==> config.mk <==
export PLATFORM = sky130hd
export DESIGN_NAME = mandel_top
export DESIGN_NICKNAME = d
export VERILOG_FILES = /design/src/logic/mandel_pkg.sv /design/src/logic/mandel_top.sv /design/src/logic/mandel_pixel_engine.sv /design/src/logic/mandel_alu.sv /design/src/logic/mandel_cfg_regs.sv
export VERILOG_INCLUDE_DIRS = /design/src /design/src/logic
export SDC_FILE = /design/constraint.sdc
export NUM_CORES = 1
export LEC_CHECK = 0
export BUFFER_PORTS_ARGS = -buffer_cell sky130_fd_sc_hd__buf_2
export CAP_MARGIN = 10
export CORE_UTILIZATION = 50
export DETAILED_ROUTE_END_ITERATION = 8
export PLACE_DENSITY = 0.68
export SLEW_MARGIN = 20
export SYNTH_ARGS = -nofsm -noshare
export SYNTH_HDL_FRONTEND = slang
export SYNTH_SLANG_ARGS = --single-unit
==> constraint.sdc <==
create_clock -name clk -period 9.6 [get_ports clk]
set_input_delay 1.44 -clock clk [delete_from_list [all_inputs] [get_ports clk]]
set_output_delay 1.44 -clock clk [all_outputs]
set_load 0.03 [all_outputs]
==> src/logic/mandel_consts.svh <==
`ifndef MANDEL_CONSTS_SVH
`define MANDEL_CONSTS_SVH

// ==================================================
// fixed-point format
// ==================================================
`define MB_BITWIDTH   10    // signed word, covers -8.0 .. +7.98
`define MB_FRAC       6     // fraction bits
`define MB_CTRWIDTH   7     // iteration counter

// ==================================================
// raster and register map
// ==================================================
`define MB_WIDTH      16
`define MB_HEIGHT     12
`define MB_XBITS      4
`define MB_YBITS      4

`define MB_ADDR_CTRL  2'd0  // bit 0 starts a frame
`define MB_ADDR_LIMIT 2'd1  // max_ctr, ctr_select, scaling
`define MB_ADDR_CR    2'd2
`define MB_ADDR_CI    2'd3

`endif
==> src/logic/mandel_pkg.sv <==
`include "mandel_consts.svh"

package mandel_pkg;

    // ==================================================
    // view configuration held by the register block
    // ==================================================
    typedef struct packed {
        logic [`MB_CTRWIDTH-1:0] max_ctr;    // iteration limit
        logic [1:0]              ctr_select; // shade window offset
        logic [1:0]              scaling;    // step k = 1 + s0 + 2*s1
        logic [`MB_BITWIDTH-1:0] cr_offset;  // real part of pixel (0,0)
        logic [`MB_BITWIDTH-1:0] ci_offset;  // imaginary part of pixel (0,0)
    } mandel_cfg_t;

    // one write on the config port
    typedef struct packed {
        logic [1:0]  addr;
        logic [15:0] data;
    } mandel_wr_t;

    // ==================================================
    // one rendered point
    // ==================================================
    typedef struct packed {
        logic [`MB_XBITS-1:0] x;
        logic [`MB_YBITS-1:0] y;
        logic [3:0]           shade;  // window of the escape count
    } mandel_pixel_t;

endpackage

==> src/logic/mandel_top.sv <==
`timescale 1ns/1ps

`include "mandel_consts.svh"

module mandel_top
    import mandel_pkg::*;
(
    input  logic          clk,
    input  logic          reset,
    input  logic          cfg_req,
    input  mandel_wr_t    cfg_wr,
    output logic          cfg_ack,
    output logic          pix_req,
    output mandel_pixel_t pix,
    input  logic          pix_ack,
    output logic          busy,
    output logic          frame_done
);

    // ==================================================
    // internal wiring
    // ==================================================
    mandel_cfg_t                    cfg;
    logic                           start;
    logic signed [`MB_BITWIDTH-1:0] zr;
    logic signed [`MB_BITWIDTH-1:0] zi;
    logic signed [`MB_BITWIDTH-1:0] cr;
    logic signed [`MB_BITWIDTH-1:0] ci;
    logic signed [`MB_BITWIDTH-1:0] next_zr;
    logic signed [`MB_BITWIDTH-1:0] next_zi;
    logic                           escaped;
    logic                           overflow;

    mandel_cfg_regs regs_i (
        .clk     (clk),
        .reset   (reset),
        .cfg_req (cfg_req),
        .cfg_wr  (cfg_wr),
        .cfg_ack (cfg_ack),
        .busy    (busy),
        .cfg     (cfg),
        .start   (start)
    );

    mandel_pixel_engine engine_i (
        .clk        (clk),
        .reset      (reset),
        .start      (start),
        .cfg        (cfg),
        .busy       (busy),
        .frame_done (frame_done),
        .zr         (zr),
        .zi         (zi),
        .cr         (cr),
        .ci         (ci),
        .next_zr    (next_zr),
        .next_zi    (next_zi),
        .escaped    (escaped),
        .overflow   (overflow),
        .pix_req    (pix_req),
        .pix        (pix),
        .pix_ack    (pix_ack)
    );

    // combinational step, result used by the engine the same cycle
    mandel_alu alu_i (
        .zr       (zr),
        .zi       (zi),
        .cr       (cr),
        .ci       (ci),
        .next_zr  (next_zr),
        .next_zi  (next_zi),
        .escaped  (escaped),
        .overflow (overflow)
    );

endmodule

==> src/logic/mandel_pixel_engine.sv <==
`timescale 1ns/1ps

`include "mandel_consts.svh"

module mandel_pixel_engine
    import mandel_pkg::*;
(
    input  logic                           clk,
    input  logic                           reset,
    input  logic                           start,
    input  mandel_cfg_t                    cfg,
    output logic                           busy,
    output logic                           frame_done,
    output logic signed [`MB_BITWIDTH-1:0] zr,
    output logic signed [`MB_BITWIDTH-1:0] zi,
    output logic signed [`MB_BITWIDTH-1:0] cr,
    output logic signed [`MB_BITWIDTH-1:0] ci,
    input  logic signed [`MB_BITWIDTH-1:0] next_zr,
    input  logic signed [`MB_BITWIDTH-1:0] next_zi,
    input  logic                           escaped,
    input  logic                           overflow,
    output logic                           pix_req,
    output mandel_pixel_t                  pix,
    input  logic                           pix_ack
);

    localparam int W  = `MB_BITWIDTH;
    localparam int XB = `MB_XBITS;
    localparam int YB = `MB_YBITS;

    localparam logic [XB-1:0] X_LAST = XB'(`MB_WIDTH - 1);
    localparam logic [YB-1:0] Y_LAST = YB'(`MB_HEIGHT - 1);

    typedef enum logic [1:0] {
        ST_IDLE,     // frame finished or never started
        ST_ITER,     // one z step per clock
        ST_PRESENT,  // pix_req high, waiting for ack
        ST_RELEASE   // waiting for ack to drop
    } eng_state_t;

    eng_state_t  state;
    mandel_cfg_t cfg_q;   // frozen for the whole frame
    logic [XB-1:0]             x_q;
    logic [YB-1:0]             y_q;
    logic [`MB_CTRWIDTH-1:0]   ctr_q;
    logic                      ovf_q;  // overflow from the previous step
    logic [3:0]                shade_q;
    logic                      stop;

    // offset + coord * k, wrapping in W bits
    function automatic logic [W-1:0] map_coord(input logic [W-1:0] offset,
                                               input logic [W-1:0] coord,
                                               input logic [1:0]   scaling);
        logic [W-1:0] step;
        step = coord;
        if (scaling[0]) begin
            step = step + coord;
        end
        if (scaling[1]) begin
            step = step + (coord << 1);
        end
        return offset + step;
    endfunction

    // ==================================================
    // coordinate mapping and status
    // ==================================================
    assign cr = map_coord(cfg_q.cr_offset, W'(x_q), cfg_q.scaling);
    assign ci = map_coord(cfg_q.ci_offset, W'(y_q), cfg_q.scaling);

    assign busy       = (state != ST_IDLE);
    assign frame_done = (state == ST_IDLE);

    assign stop = (ctr_q == cfg_q.max_ctr) || escaped || ovf_q;

    assign pix = '{x: x_q, y: y_q, shade: shade_q};

    // ==================================================
    // iteration and handshake FSM
    // ==================================================
    always_ff @(posedge clk) begin
        if (reset) begin
            state   <= ST_IDLE;
            pix_req <= 1'b0;
        end else begin
            case (state)
                ST_IDLE: begin
                    if (start) begin
                        cfg_q <= cfg;
                        x_q   <= '0;
                        y_q   <= '0;
                        zr    <= '0;
                        zi    <= '0;
                        ctr_q <= '0;
                        ovf_q <= 1'b0;
                        state <= ST_ITER;
                    end
                end
                ST_ITER: begin
                    if (stop) begin
                        shade_q <= 4'(ctr_q >> cfg_q.ctr_select);  // count window
                        pix_req <= 1'b1;
                        state   <= ST_PRESENT;
                    end else begin
                        zr    <= next_zr;
                        zi    <= next_zi;
                        ctr_q <= ctr_q + 1'b1;
                        ovf_q <= overflow;
                    end
                end
                ST_PRESENT: begin
                    if (pix_ack) begin
                        pix_req <= 1'b0;
                        state   <= ST_RELEASE;
                    end
                end
                ST_RELEASE: begin
                    if (!pix_ack) begin
                        zr    <= '0;  // fresh z for the next point
                        zi    <= '0;
                        ctr_q <= '0;
                        ovf_q <= 1'b0;
                        if (x_q == X_LAST) begin
                            x_q <= '0;
                            y_q <= y_q + 1'b1;
                            if (y_q == Y_LAST) begin
                                state <= ST_IDLE;  // last handshake done
                            end else begin
                                state <= ST_ITER;
                            end
                        end else begin
                            x_q   <= x_q + 1'b1;
                            state <= ST_ITER;
                        end
                    end
                end
                default: begin
                    state <= ST_IDLE;
                end
            endcase
        end
    end

endmodule

==> src/logic/mandel_alu.sv <==
`timescale 1ns/1ps

`include "mandel_consts.svh"

module mandel_alu (
    input  logic signed [`MB_BITWIDTH-1:0] zr,
    input  logic signed [`MB_BITWIDTH-1:0] zi,
    input  logic signed [`MB_BITWIDTH-1:0] cr,
    input  logic signed [`MB_BITWIDTH-1:0] ci,
    output logic signed [`MB_BITWIDTH-1:0] next_zr,
    output logic signed [`MB_BITWIDTH-1:0] next_zi,
    output logic                           escaped,
    output logic                           overflow
);

    localparam int W = `MB_BITWIDTH;
    localparam int F = `MB_FRAC;
    localparam int SW = 2 * W + 2;  // headroom for the sums

    // 4.0 in the shifted magnitude domain
    localparam logic signed [SW-1:0] ESCAPE_LIM = SW'(4) <<< F;

    logic signed [2*W-1:0] zr_sq;   // full width products
    logic signed [2*W-1:0] zi_sq;
    logic signed [2*W-1:0] zr_zi;
    logic signed [SW-1:0]  zr_sq_s;
    logic signed [SW-1:0]  zi_sq_s;
    logic signed [SW-1:0]  sum_r;
    logic signed [SW-1:0]  sum_i;
    logic signed [SW-1:0]  mag;
    logic                  ovf_r;
    logic                  ovf_i;

    // ==================================================
    // z^2 + c
    // ==================================================
    assign zr_sq = zr * zr;
    assign zi_sq = zi * zi;
    assign zr_zi = zr * zi;

    assign zr_sq_s = SW'(zr_sq) >>> F;  // back to F fraction bits
    assign zi_sq_s = SW'(zi_sq) >>> F;

    assign sum_r = zr_sq_s - zi_sq_s + SW'(cr);
    assign sum_i = (SW'(zr_zi) >>> (F - 1)) + SW'(ci);  // 2*zr*zi, one less shift

    // escape test on the incoming z
    assign mag     = zr_sq_s + zi_sq_s;
    assign escaped = (mag > ESCAPE_LIM);

    // result fits when all bits above the sign bit agree with it
    assign ovf_r = (sum_r[SW-1:W-1] != '0) && (sum_r[SW-1:W-1] != '1);
    assign ovf_i = (sum_i[SW-1:W-1] != '0) && (sum_i[SW-1:W-1] != '1);
    assign overflow = ovf_r || ovf_i;

    assign next_zr = sum_r[W-1:0];  // truncated on overflow
    assign next_zi = sum_i[W-1:0];

endmodule

==> src/logic/mandel_cfg_regs.sv <==
`timescale 1ns/1ps

`include "mandel_consts.svh"

module mandel_cfg_regs
    import mandel_pkg::*;
(
    input  logic        clk,
    input  logic        reset,
    input  logic        cfg_req,
    input  mandel_wr_t  cfg_wr,
    output logic        cfg_ack,
    input  logic        busy,
    output mandel_cfg_t cfg,
    output logic        start
);

    typedef enum logic {
        WR_IDLE,  // waiting for a request
        WR_ACK    // write taken, waiting for req to drop
    } wr_state_t;

    wr_state_t state;

    assign cfg_ack = (state == WR_ACK);

    // ==================================================
    // four-phase write responder
    // ==================================================
    always_ff @(posedge clk) begin
        start <= 1'b0;  // single-cycle pulse
        if (reset) begin
            state <= WR_IDLE;
            cfg   <= '0;
        end else begin
            case (state)
                WR_IDLE: begin
                    if (cfg_req) begin
                        state <= WR_ACK;
                        case (cfg_wr.addr)
                            `MB_ADDR_CTRL: begin
                                // a frame already running ignores the request
                                start <= cfg_wr.data[0] && !busy;
                            end
                            `MB_ADDR_LIMIT: begin
                                cfg.max_ctr    <= cfg_wr.data[`MB_CTRWIDTH-1:0];
                                cfg.ctr_select <= cfg_wr.data[8:7];
                                cfg.scaling    <= cfg_wr.data[10:9];
                            end
                            `MB_ADDR_CR: begin
                                cfg.cr_offset <= cfg_wr.data[`MB_BITWIDTH-1:0];
                            end
                            default: begin
                                cfg.ci_offset <= cfg_wr.data[`MB_BITWIDTH-1:0];
                            end
                        endcase
                    end
                end
                WR_ACK: begin
                    if (!cfg_req) begin
                        state <= WR_IDLE;  // ack drops next cycle
                    end
                end
                default: begin
                    state <= WR_IDLE;
                end
            endcase
        end
    end

endmodule

Word level (Yosys, flattened, before mapping)
Index checks and enable logic that the tools add are counted.
{"block": "word_totals", "ff_bits": 107, "input_bits": 22, "output_inout_bits": 16, "wordCells": 123}
{"block": "op_classes", "addsub": 13, "mul": 3, "order_cmp": 1, "eq_ne": 16, "shifts": 1, "muxes": 36, "bitwise_logic": 5, "reduce_logical": 27}
{"operator": "$mux 10", "n": 8}
{"operator": "$mul 10x10->20", "n": 3}
{"operator": "$pmux 10 s3", "n": 2}
{"operator": "$add 15x10->16", "n": 2}
{"operator": "$ne 13x13->1 const B", "n": 2}
{"operator": "$reduce_bool 13->1", "n": 2}
{"operator": "$gt 22x10->1 const B", "n": 1}
{"operator": "$mux 7", "n": 3}
{"operator": "$pmux 7 s3", "n": 1}
{"operator": "$add 10x10->10", "n": 2}
{"operator": "$add 10x5->10", "n": 2}
{"operator": "$mux 4", "n": 5}
{"operator": "$reduce_and 3->1", "n": 6}
{"operator": "$pmux 4 s2", "n": 2}
{"operator": "$add 14x14->15", "n": 1}
{"operator": "$sub 14x14->15", "n": 1}
{"operator": "$add 4x4->5", "n": 2}
{"operator": "$reduce_and 5->1", "n": 2}
{"operator": "$add 4x1->4 const B", "n": 2}
{"operator": "$eq 4x4->1 const B", "n": 2}
{"operator": "$mux 1", "n": 8}
{"operator": "$mux 2", "n": 4}
{"operator": "$pmux 2 s4", "n": 1}
{"operator": "$reduce_and 4->1", "n": 2}
{"operator": "18 further kinds", "n": 36}

Logic depth before layout (Yosys ltp)
Gate-level depths: netlist of the first run.
{"block": "logic_depth", "word_depth": 11, "ltp_mapped": 36, "mapped_depth_nobuf": 34}

By module
Synthesis of the first run repeated with hierarchy kept, for this count alone.
{"block": "hier_totals", "hier_cells": 1929, "hier_area_um2": 18347.6}
{"mod": "mandel_alu", "n_inst": 1, "cells_each": 1494, "area_each_um2": 12958.7, "seq_area_each_um2": 0.0}
{"mod": "mandel_pixel_engine", "n_inst": 1, "cells_each": 315, "area_each_um2": 4022.6, "seq_area_each_um2": 2192.1}
{"mod": "mandel_cfg_regs", "n_inst": 1, "cells_each": 120, "area_each_um2": 1366.3, "seq_area_each_um2": 660.6}

Least setup slack after synthesis of the first run
No wires, ideal clock.
{"block": "synth_path", "path_kind": "reg2reg", "from": "register engine_i.zi[1]", "to": "register engine_i.ctr_q[0] (enable)", "setup_ns": 0.439, "arrival_ns": 8.534, "required_ns": 9.161, "setup_slack_ns": 0.627, "stages_incl_launch_ff": 30, "n_path_buf": 3, "period_less_slack_ns": 8.973, "cell_sequence": "edfxtp_1 > clkbuf_1 > clkbuf_1 > nand2_1 > fa_1 > inv_1 > fa_1 > fa_1 > fa_1 > inv_1 > fa_1 > inv_1 > ha_1 > or3_1 > o21ai_0 > nor2b_1 > o21a_1 > nor2_1 > xor2_1 > ha_1 > inv_2 > a21oi_2 > o21ai_0 > a2111o_1 > o21ai_1 > xor2_1 > and4_1 > buf_6 > o21ai_2 > a2111oi_2"}
{"block": "synth_via", "elab_chain_cells": 7}
{"item": "start, declared", "line": "mandel_pixel_engine.sv:15", "text": "output logic signed [`MB_BITWIDTH-1:0] zi,"}
{"item": "start signal, assigned", "line": "mandel_pixel_engine.sv:106", "text": "zi <= next_zi;"}
{"item": "$mul 10x10->20", "line": "mandel_alu.sv:38", "text": "assign zi_sq = zi * zi;"}
{"item": "$add 14x14->15", "line": "mandel_alu.sv:48", "text": "assign mag = zr_sq_s + zi_sq_s;"}
{"item": "$gt 22x10->1", "line": "mandel_alu.sv:49", "text": "assign escaped = (mag > ESCAPE_LIM);"}
{"item": "$logic_or 1x1->1 (2 in series)", "line": "mandel_pixel_engine.sv:74", "text": "assign stop = (ctr_q == cfg_q.max_ctr) || escaped || ovf_q;"}
{"item": "$ne 2x2->1 (no line)"}
{"item": "$reduce_and 5->1 (no line)"}
{"item": "end signal, assigned", "line": "mandel_pixel_engine.sv:107", "text": "ctr_q <= ctr_q + 1'b1;"}
{"item": "end, declared", "line": "mandel_pixel_engine.sv:45", "text": "logic [`MB_CTRWIDTH-1:0] ctr_q;"}
Every way passes these cells.
A chain may end at the register's enable or synchronous reset.

Worst setup path in the final report of the first run
{"block": "layout_path", "from": "register engine_i.zi[5]", "to": "register engine_i.ovf_q, data pin"}
{"block": "layout_via", "elab_chain_cells": 8, "elab_cells_between_ends": 14, "cone_classes": "add/sub: 3; mul: 2; eq/ne: 2; mux: 2; reduce/logical: 5"}
{"item": "$mul 10x10->20", "line": "mandel_alu.sv:38"}
{"item": "$sub 14x14->15", "line": "mandel_alu.sv:44", "text": "assign sum_r = zr_sq_s - zi_sq_s + SW'(cr);"}
{"item": "$add 15x10->16", "line": "mandel_alu.sv:44"}
{"item": "$ne 13x13->1 / $reduce_bool 13->1 (equally long branches)", "line": "mandel_alu.sv:52", "text": "assign ovf_r = (sum_r[SW-1:W-1] != '0) && (sum_r[SW-1:W-1] != '1);"}
{"item": "$logic_and 1x1->1", "line": "mandel_alu.sv:52"}
{"item": "$logic_or 1x1->1 (*)", "line": "mandel_alu.sv:54", "text": "assign overflow = ovf_r || ovf_i;"}
{"item": "$mux 1 (*)", "line": "mandel_pixel_engine.sv:100", "text": "if (stop) begin"}
{"item": "$pmux 1 s3 (*)", "line": "mandel_pixel_engine.sv:86", "text": "case (state)"}
{"item": "end signal, assigned", "line": "mandel_pixel_engine.sv:108", "text": "ovf_q <= overflow;"}
{"item": "end, declared", "line": "mandel_pixel_engine.sv:46", "text": "logic ovf_q;"}
Mark *: on every way between the ends. The rest lies on a longest branch, timed or not. The select of a mux whose other input is x is not followed.

==> results.txt, run 1 <==
Syn Nets: 2493
RSZ-0062 raised after global routing: no
Total GRT Usage: 21.5%
Final min period: 8.51 ns
ys async rst share: 0%
post-CTS sizing: 0
Initial DRC Count: 592
syn_area_per_cell: 9.18 um2
Post-Syn Area: 0.0182 mm2
DRT Pass-1 Iters: 5
Primary FF master, synth: edfxtp_1
WL final: 37000 um
slew margin rel.: 42.7%
beginning of the critical path: engine_i.zi[5]
Core Rows: 69
grt total ovfl: 0
P&R area growth vs syn: 5.41%
vias per cell: 5.24
RD Place Congestion: 0.845
Num CTS Buffers: 9
EDFF count, synth: 71
first-pass GRT wire length: 63000 um
YS warnings: 0
Final Cycle Share: 88.7%
initial antenna violation count: 0
I/O pin count: 38
post-synth cell types: 67
Post-DP HPWL: 30900 um
flops & latches, synth: 107
Die ar.: 0.0372 mm2
layout cells sized above 1: 5.61%
worst min-delay path category: register to register
Routed WL per cell: 15.1 um
status: complete, no violations
HP Start: regs_i.cfg[8]
clk_skew: 0.0121 ns
clk_lat worst skew: 0.36 ns
final hold vios: 0
die width: 193 um
fin. max-slew vios: 0
Seq/Total Area, Yosys: 15.7%
CTS max path bufs: 2
antenna viol nets, final: 0
n_diodes: 0
MaxCap Viol Count: 0
slowest cell on the critical path: edfxtp_1
critical path startpoint category: register
vias in the first global route: 13137
largest net degree at the start of global routing: 44
CP Data Required Time: 9.70 ns
r2r startpoint: engine_i.zi[5]
critical path peak fanout: 18
Crit Path Category: register to register
die height: 193 um
CTS clk-pin slew, worst paths: 0.08 ns
H-tree depth: 3
hold buffers post-CTS: 0
crit path DAT: 8.61 ns
setup bufs post-CTS: 0
cell count after synthesis: 1984
Achievable Freq: 0.117 GHz
Setup TNS: 0 ns
CTS Root Buffer Type: clkbuf_16
DRC viols: 0
Core Area: 0.0357 mm2
Starting Density: 51.0%
I/O Buffers: 32
Final setup viols: 0
clk sinks: 107
max incr delay on CP: 0.90 ns
CTS tree: built
CP endpoint kind: register
Vias: 12888
NumNets Final: 2501
slew at the pin closest to its max-slew limit: 0.859 ns
flip-flops by register name, indices dropped and copies added, names as in the netlist, 2 cells and up:
register	flops
engine_i.cfg_q	31
regs_i.cfg	31
engine_i.zi	10
engine_i.zr	10
engine_i.ctr_q	7
engine_i.shade_q	4
engine_i.x_q	4
engine_i.y_q	4
engine_i.state	2
through the flow:
stage	cell area [um2]	worst slack [ns]	std cells	hold slack, ns	util [%]
2_1_floorplan	18200	0.627	1984	0.408	-
3_3_place_gp	18900	1.37	2442	0.416	52.8
3_5_place_dp	18900	1.24	2442	0.416	52.8
4_1_cts	19200	1.18	2458	0.431	53.7
5_1_grt	19200	0.589	2458	0.436	53.7
6_report	19200	1.09	2458	0.431	53.7
cells by family after synthesis:
group	synth area share, %
fa+ha+maj	44.5
xor+xnor	6.25
simple gates	13.6
buf+inv	10.5
compound gates	8.29
flops	15.7
mux	1.22
critical path, delay by kind of cell, from the launching register on:
kind,cells,cell delay [ns]
AOI/OAI and AO/OA,9,1.72
xor gates and xnor gates,1,0.11
adders and majority gates,9,3.52
buffers and inverters,5,0.25
DFF,1,0.90
muxes,1,0.27
and+or+nand+nor,7,1.46
metal layers:
| metal | routed length (um) | global-route usage (%) | up-vias |
|---|---|---|---|
| li1 | - | - | 6228 |
| met1 | 16600 | 29.0 | 6381 |
| met2 | 18300 | 36.8 | 238 |
| met3 | 1330 | 2.00 | 41 |
| met4 | 792 | 5.72 | 0 |
| met5 | 0 | 0 | - |
cell type report:
| cell class | instances | area [um2] |
|---|---|---|
| fill | 3320 | 16500 |
| multi-input combinational | 1374 | 13500 |
| sequential | 107 | 2850 |
| inverter | 448 | 1680 |
| tap | 461 | 577 |
| timing repair buffer | 52 | 310 |
| clock buffer | 9 | 225 |
| clock inverter | 7 | 86.3 |
path summary, 6_finish.rpt:
path / endpoint / slack, ns / cells after the start
worst min-delay path: engine_i.cfg_q[8] / 0.43 / 0
worst min register to register: engine_i.cfg_q[8] / 0.43 / 0
worst max register to register: engine_i.ovf_q / 1.09 / 32
worst max-delay path: engine_i.ovf_q / 1.09 / 32
placed cells by master (no fill, tap or decap), types with 5 or more instances in the layout:
master,instances
xnor2_1,84
nor3_1,19
or3_1,8
fa_1,268
nand3b_1,5
nor2b_1,26
ha_1,219
nand2_1,199
buf_2,32
buf_4,20
o21bai_1,13
o311a_1,5
a21o_1,15
inv_1,447
and3_1,18
mux2_2,9
o21ai_1,6
nand3_1,28
nand2b_1,22
xor2_1,46
or2_2,7
edfxtp_1,71
o211ai_1,10
nor2_1,81
and2_1,81
o21ai_0,32
dfxtp_1,36
a21oi_1,87
o2111ai_1,6
clkbuf_16,9
o21a_1,8
synth_stat cells, types with 6 or more instances:
| library cell | instances | area, um2 |
|---|---|---|
| a21o_1 | 15 | 113 |
| a21oi_1 | 87 | 435 |
| and2_1 | 81 | 507 |
| and3_1 | 18 | 113 |
| clkbuf_1 | 50 | 188 |
| dfxtp_1 | 36 | 721 |
| edfxtp_1 | 71 | 2130 |
| fa_1 | 268 | 5370 |
| ha_1 | 219 | 2740 |
| inv_1 | 447 | 1680 |
| mux2_2 | 9 | 101 |
| nand2_1 | 199 | 747 |
| nand2b_1 | 22 | 138 |
| nand3_1 | 28 | 140 |
| nor2_1 | 81 | 304 |
| nor2b_1 | 26 | 163 |
| nor3_1 | 20 | 100 |
| o2111ai_1 | 6 | 52.6 |
| o211ai_1 | 10 | 75.1 |
| o21a_1 | 8 | 60.1 |
| o21ai_0 | 32 | 160 |
| o21ai_1 | 6 | 30.0 |
| o21bai_1 | 13 | 97.6 |
| or2_2 | 7 | 43.8 |
| or3_1 | 8 | 50.1 |
| xnor2_1 | 84 | 736 |
| xor2_1 | 46 | 403 |
Power of run 1 is left out: the tool's default activity adds up to more than one toggle a clock period on the data nets, which glitch-free logic cannot reach.
==> run 2, diff against run 1 <==
--- a/config.mk
+++ b/config.mk
@@ -11,6 +11,7 @@
 export CORE_UTILIZATION = 50
 export DETAILED_ROUTE_END_ITERATION = 8
 export PLACE_DENSITY = 0.68
+export RECOVER_POWER = 100
 export SLEW_MARGIN = 20
 export SYNTH_ARGS = -nofsm -noshare
 export SYNTH_HDL_FRONTEND = slang
==> run 2 against run 1 <==
  * The run now ends with max-capacitance violations, max-slew violations left
  * Critical path depth decreased by 2
  * Worst hold slack about the same
  * Flip-flop and latch count is the same
  * Clock-buffer cell count stayed put
  * Register-to-register slack worse by 0.17 ns
  * Non-clock buffer count is the same
  * Clock skew is essentially flat
==> results.txt, run 2 (synthesis gave the netlist of run 1 again) <==
status: finished, violations left
failing checks: max-capacitance violations, max-slew violations
worst hold path depth: 0 (unchanged)
slew margin rel.: -24.9% (-68 points)
P&R area growth vs syn: 5.08%
layout cells sized above 1: 4.26% (-1.4 points)
CP Data Required Time: 9.61 ns (-0.09 ns)
Num CTS Buffers: 9 (unchanged)
R2R cell count: 30 (-6.3%)
hold buffers post-CTS: 0 (unchanged)
clk_lat worst skew: 0.36 ns (about the same)
final hold vios: 0 (unchanged)
max incr delay on CP: 0.89 ns (about the same)
Final Cycle Share: 90.4% (+1.8 points)
CP endpoint kind: register
grt total ovfl: 0 (unchanged)
critical path startpoint category: register
H-tree depth: 3 (unchanged)
Final Instance Area: 0.0191 mm2 (-0.31%)
I/O Buffers: 32 (unchanged)
CTS tree: built
I/O pin count: 38 (unchanged)
Vias: 12909 (+0.16%)
slowest cell on the critical path: edfxtp_1
HP Start: regs_i.cfg[8]
Total GRT Usage: 21.5% (unchanged)
RSZ-0062 raised after global routing: no
Post-DP HPWL: 30900 um (unchanged)
DP Area: 0.0189 mm2 (unchanged)
vias in the first global route: 13137 (unchanged)
worst min-delay path category: register to register
vias per cell: 5.25 (+0.16%)
Starting Density: 51.0% (unchanged)
die height: 193 um (unchanged)
Fillers: 3329 (+0.27%)
r2r startpoint: engine_i.zi[5]
most frequent cells in the layout: inv_1, fa_1, ha_1, nand2_1, a21oi_1
crit path DAT: 8.70 ns (+0.09 ns)
largest net degree at the start of global routing: 44 (unchanged)
Crit Path Category: register to register
first-pass GRT wire length: 63000 um (unchanged)
R2R setup slack: 0.92 ns (-0.17 ns)
post-CTS sizing: 0 (unchanged)
NumNets Final: 2501 (unchanged)
Reg area: 0.00285 mm2 (unchanged)
clk sinks: 107 (unchanged)
worst setup margin: 0.918 ns (-0.169 ns)
die width: 193 um (unchanged)
Worst Hold Path EP: engine_i.cfg_q[8]
n_diodes: 0 (unchanged)
Final Util: 53.5% (-0.17 points)
Achievable Freq: 0.115 GHz (-2.0%)
fin. max-slew vios: 44 (+44)
Initial DRC Count: 519 (-12%)
WL final: 37000 um (about the same)
pre-CTS WS: 1.24 ns (unchanged)
RD Place Congestion: 0.845 (unchanged)
CTS max path bufs: 2 (unchanged)
Final setup viols: 0 (unchanged)
Routed WL per cell: 15.0 um (about the same)
Core Area: 0.0357 mm2 (unchanged)
DRC viols: 0 (unchanged)
antenna viol nets, final: 0 (unchanged)
area of the multi-input gates: 0.0134 mm2 (-0.18%)
commonest non-fill, non-tap cell in the layout: inv_1
setup bufs post-CTS: 0 (unchanged)
CTS clk-pin slew, worst paths: 0.08 ns (about the same)
clk_skew: 0.0124 ns (+0.000304 ns)
CTS Root Buffer Type: clkbuf_16
critical path peak fanout: 28 (+10)
MaxCap Viol Count: 1 (+1)
initial antenna violation count: 0 (unchanged)
Core Rows: 69 (unchanged)
Setup TNS: 0 ns (unchanged)
Die ar.: 0.0372 mm2 (unchanged)
most frequent CP cell: inv_1
Top Registers: engine_i.cfg_q: 31 flops, regs_i.cfg: 31 flops
DRT Pass-1 Iters: 5 (unchanged)
RR Endpoint: engine_i.zr[6]
Final min period: 8.68 ns (+0.169 ns)
slew at the pin closest to its max-slew limit: 1.87 ns (+1.01 ns)
==> run 2: changes by cell type in the layout (fill, tap and decap cells not counted), sizes merged <==
cell	change
clkbuf	+21
buf	-21
==> run 2: layer usage <==
layer  up-vias  track usage, %  wire length (um)
met5         -               0                 0
met4         0            5.72               797
met3        39            2.00              1390
met2       247            36.8             18200
met1      6395            29.0             16600
li1       6228               -                 -
==> run 2: critical path: cells and delay by family (launching register included) <==
kind                     cells  cell delay [ns]
flip-flops                   1             0.89
XOR/XNOR                     2             0.32
buffers and inverters        6             0.71
adder cells (fa/ha/maj)      7             3.04
AO/OA/AOI/OAI               10             2.37
AND/OR/NAND/NOR              5             0.99
==> run 2: through the flow <==
| stage | instances | hold WS [ns] |
|---|---|---|
| finish | 2458 | 0.431 |
| global route | 2458 | 0.436 |
| CTS | 2458 | 0.431 |
| detailed placement | 2442 | 0.416 |
| global placement | 2442 | 0.416 |
| floorplan | 1984 | 0.408 |
==> run 2: worst max-delay path by stage <==
| stage | from | to | slack (ns) | cells past startpoint |
|---|---|---|---|---|
| 6_report | engine_i.zi[5] | engine_i.zr[6] | 0.92 | 30 |
| 3_3_place_gp | engine_i.zi[6] | engine_i.ctr_q[6] | 1.37 | 30 |
| 3_5_place_dp | engine_i.zi[5] | engine_i.ctr_q[4] | 1.24 | 30 |
| 2_1_floorplan | engine_i.zi[1] | engine_i.ctr_q[0] | 0.63 | 29 |
| 4_1_cts | engine_i.zi[5] | engine_i.zr[3] | 1.18 | 30 |
| 5_1_grt | engine_i.zi[5] | engine_i.zr[3] | 0.32 | 30 |
==> run 2: layout make-up <==
type | count | share of cell area (%)
clock buffer | 9 | 1.18
clock inverter | 7 | 0.451
inverter | 448 | 8.79
multi-input combinational | 1374 | 70.2
sequential | 107 | 14.9
tap | 461 | 3.01
timing repair buffer | 52 | 1.43
Power of run 2 is left out for the same reason.
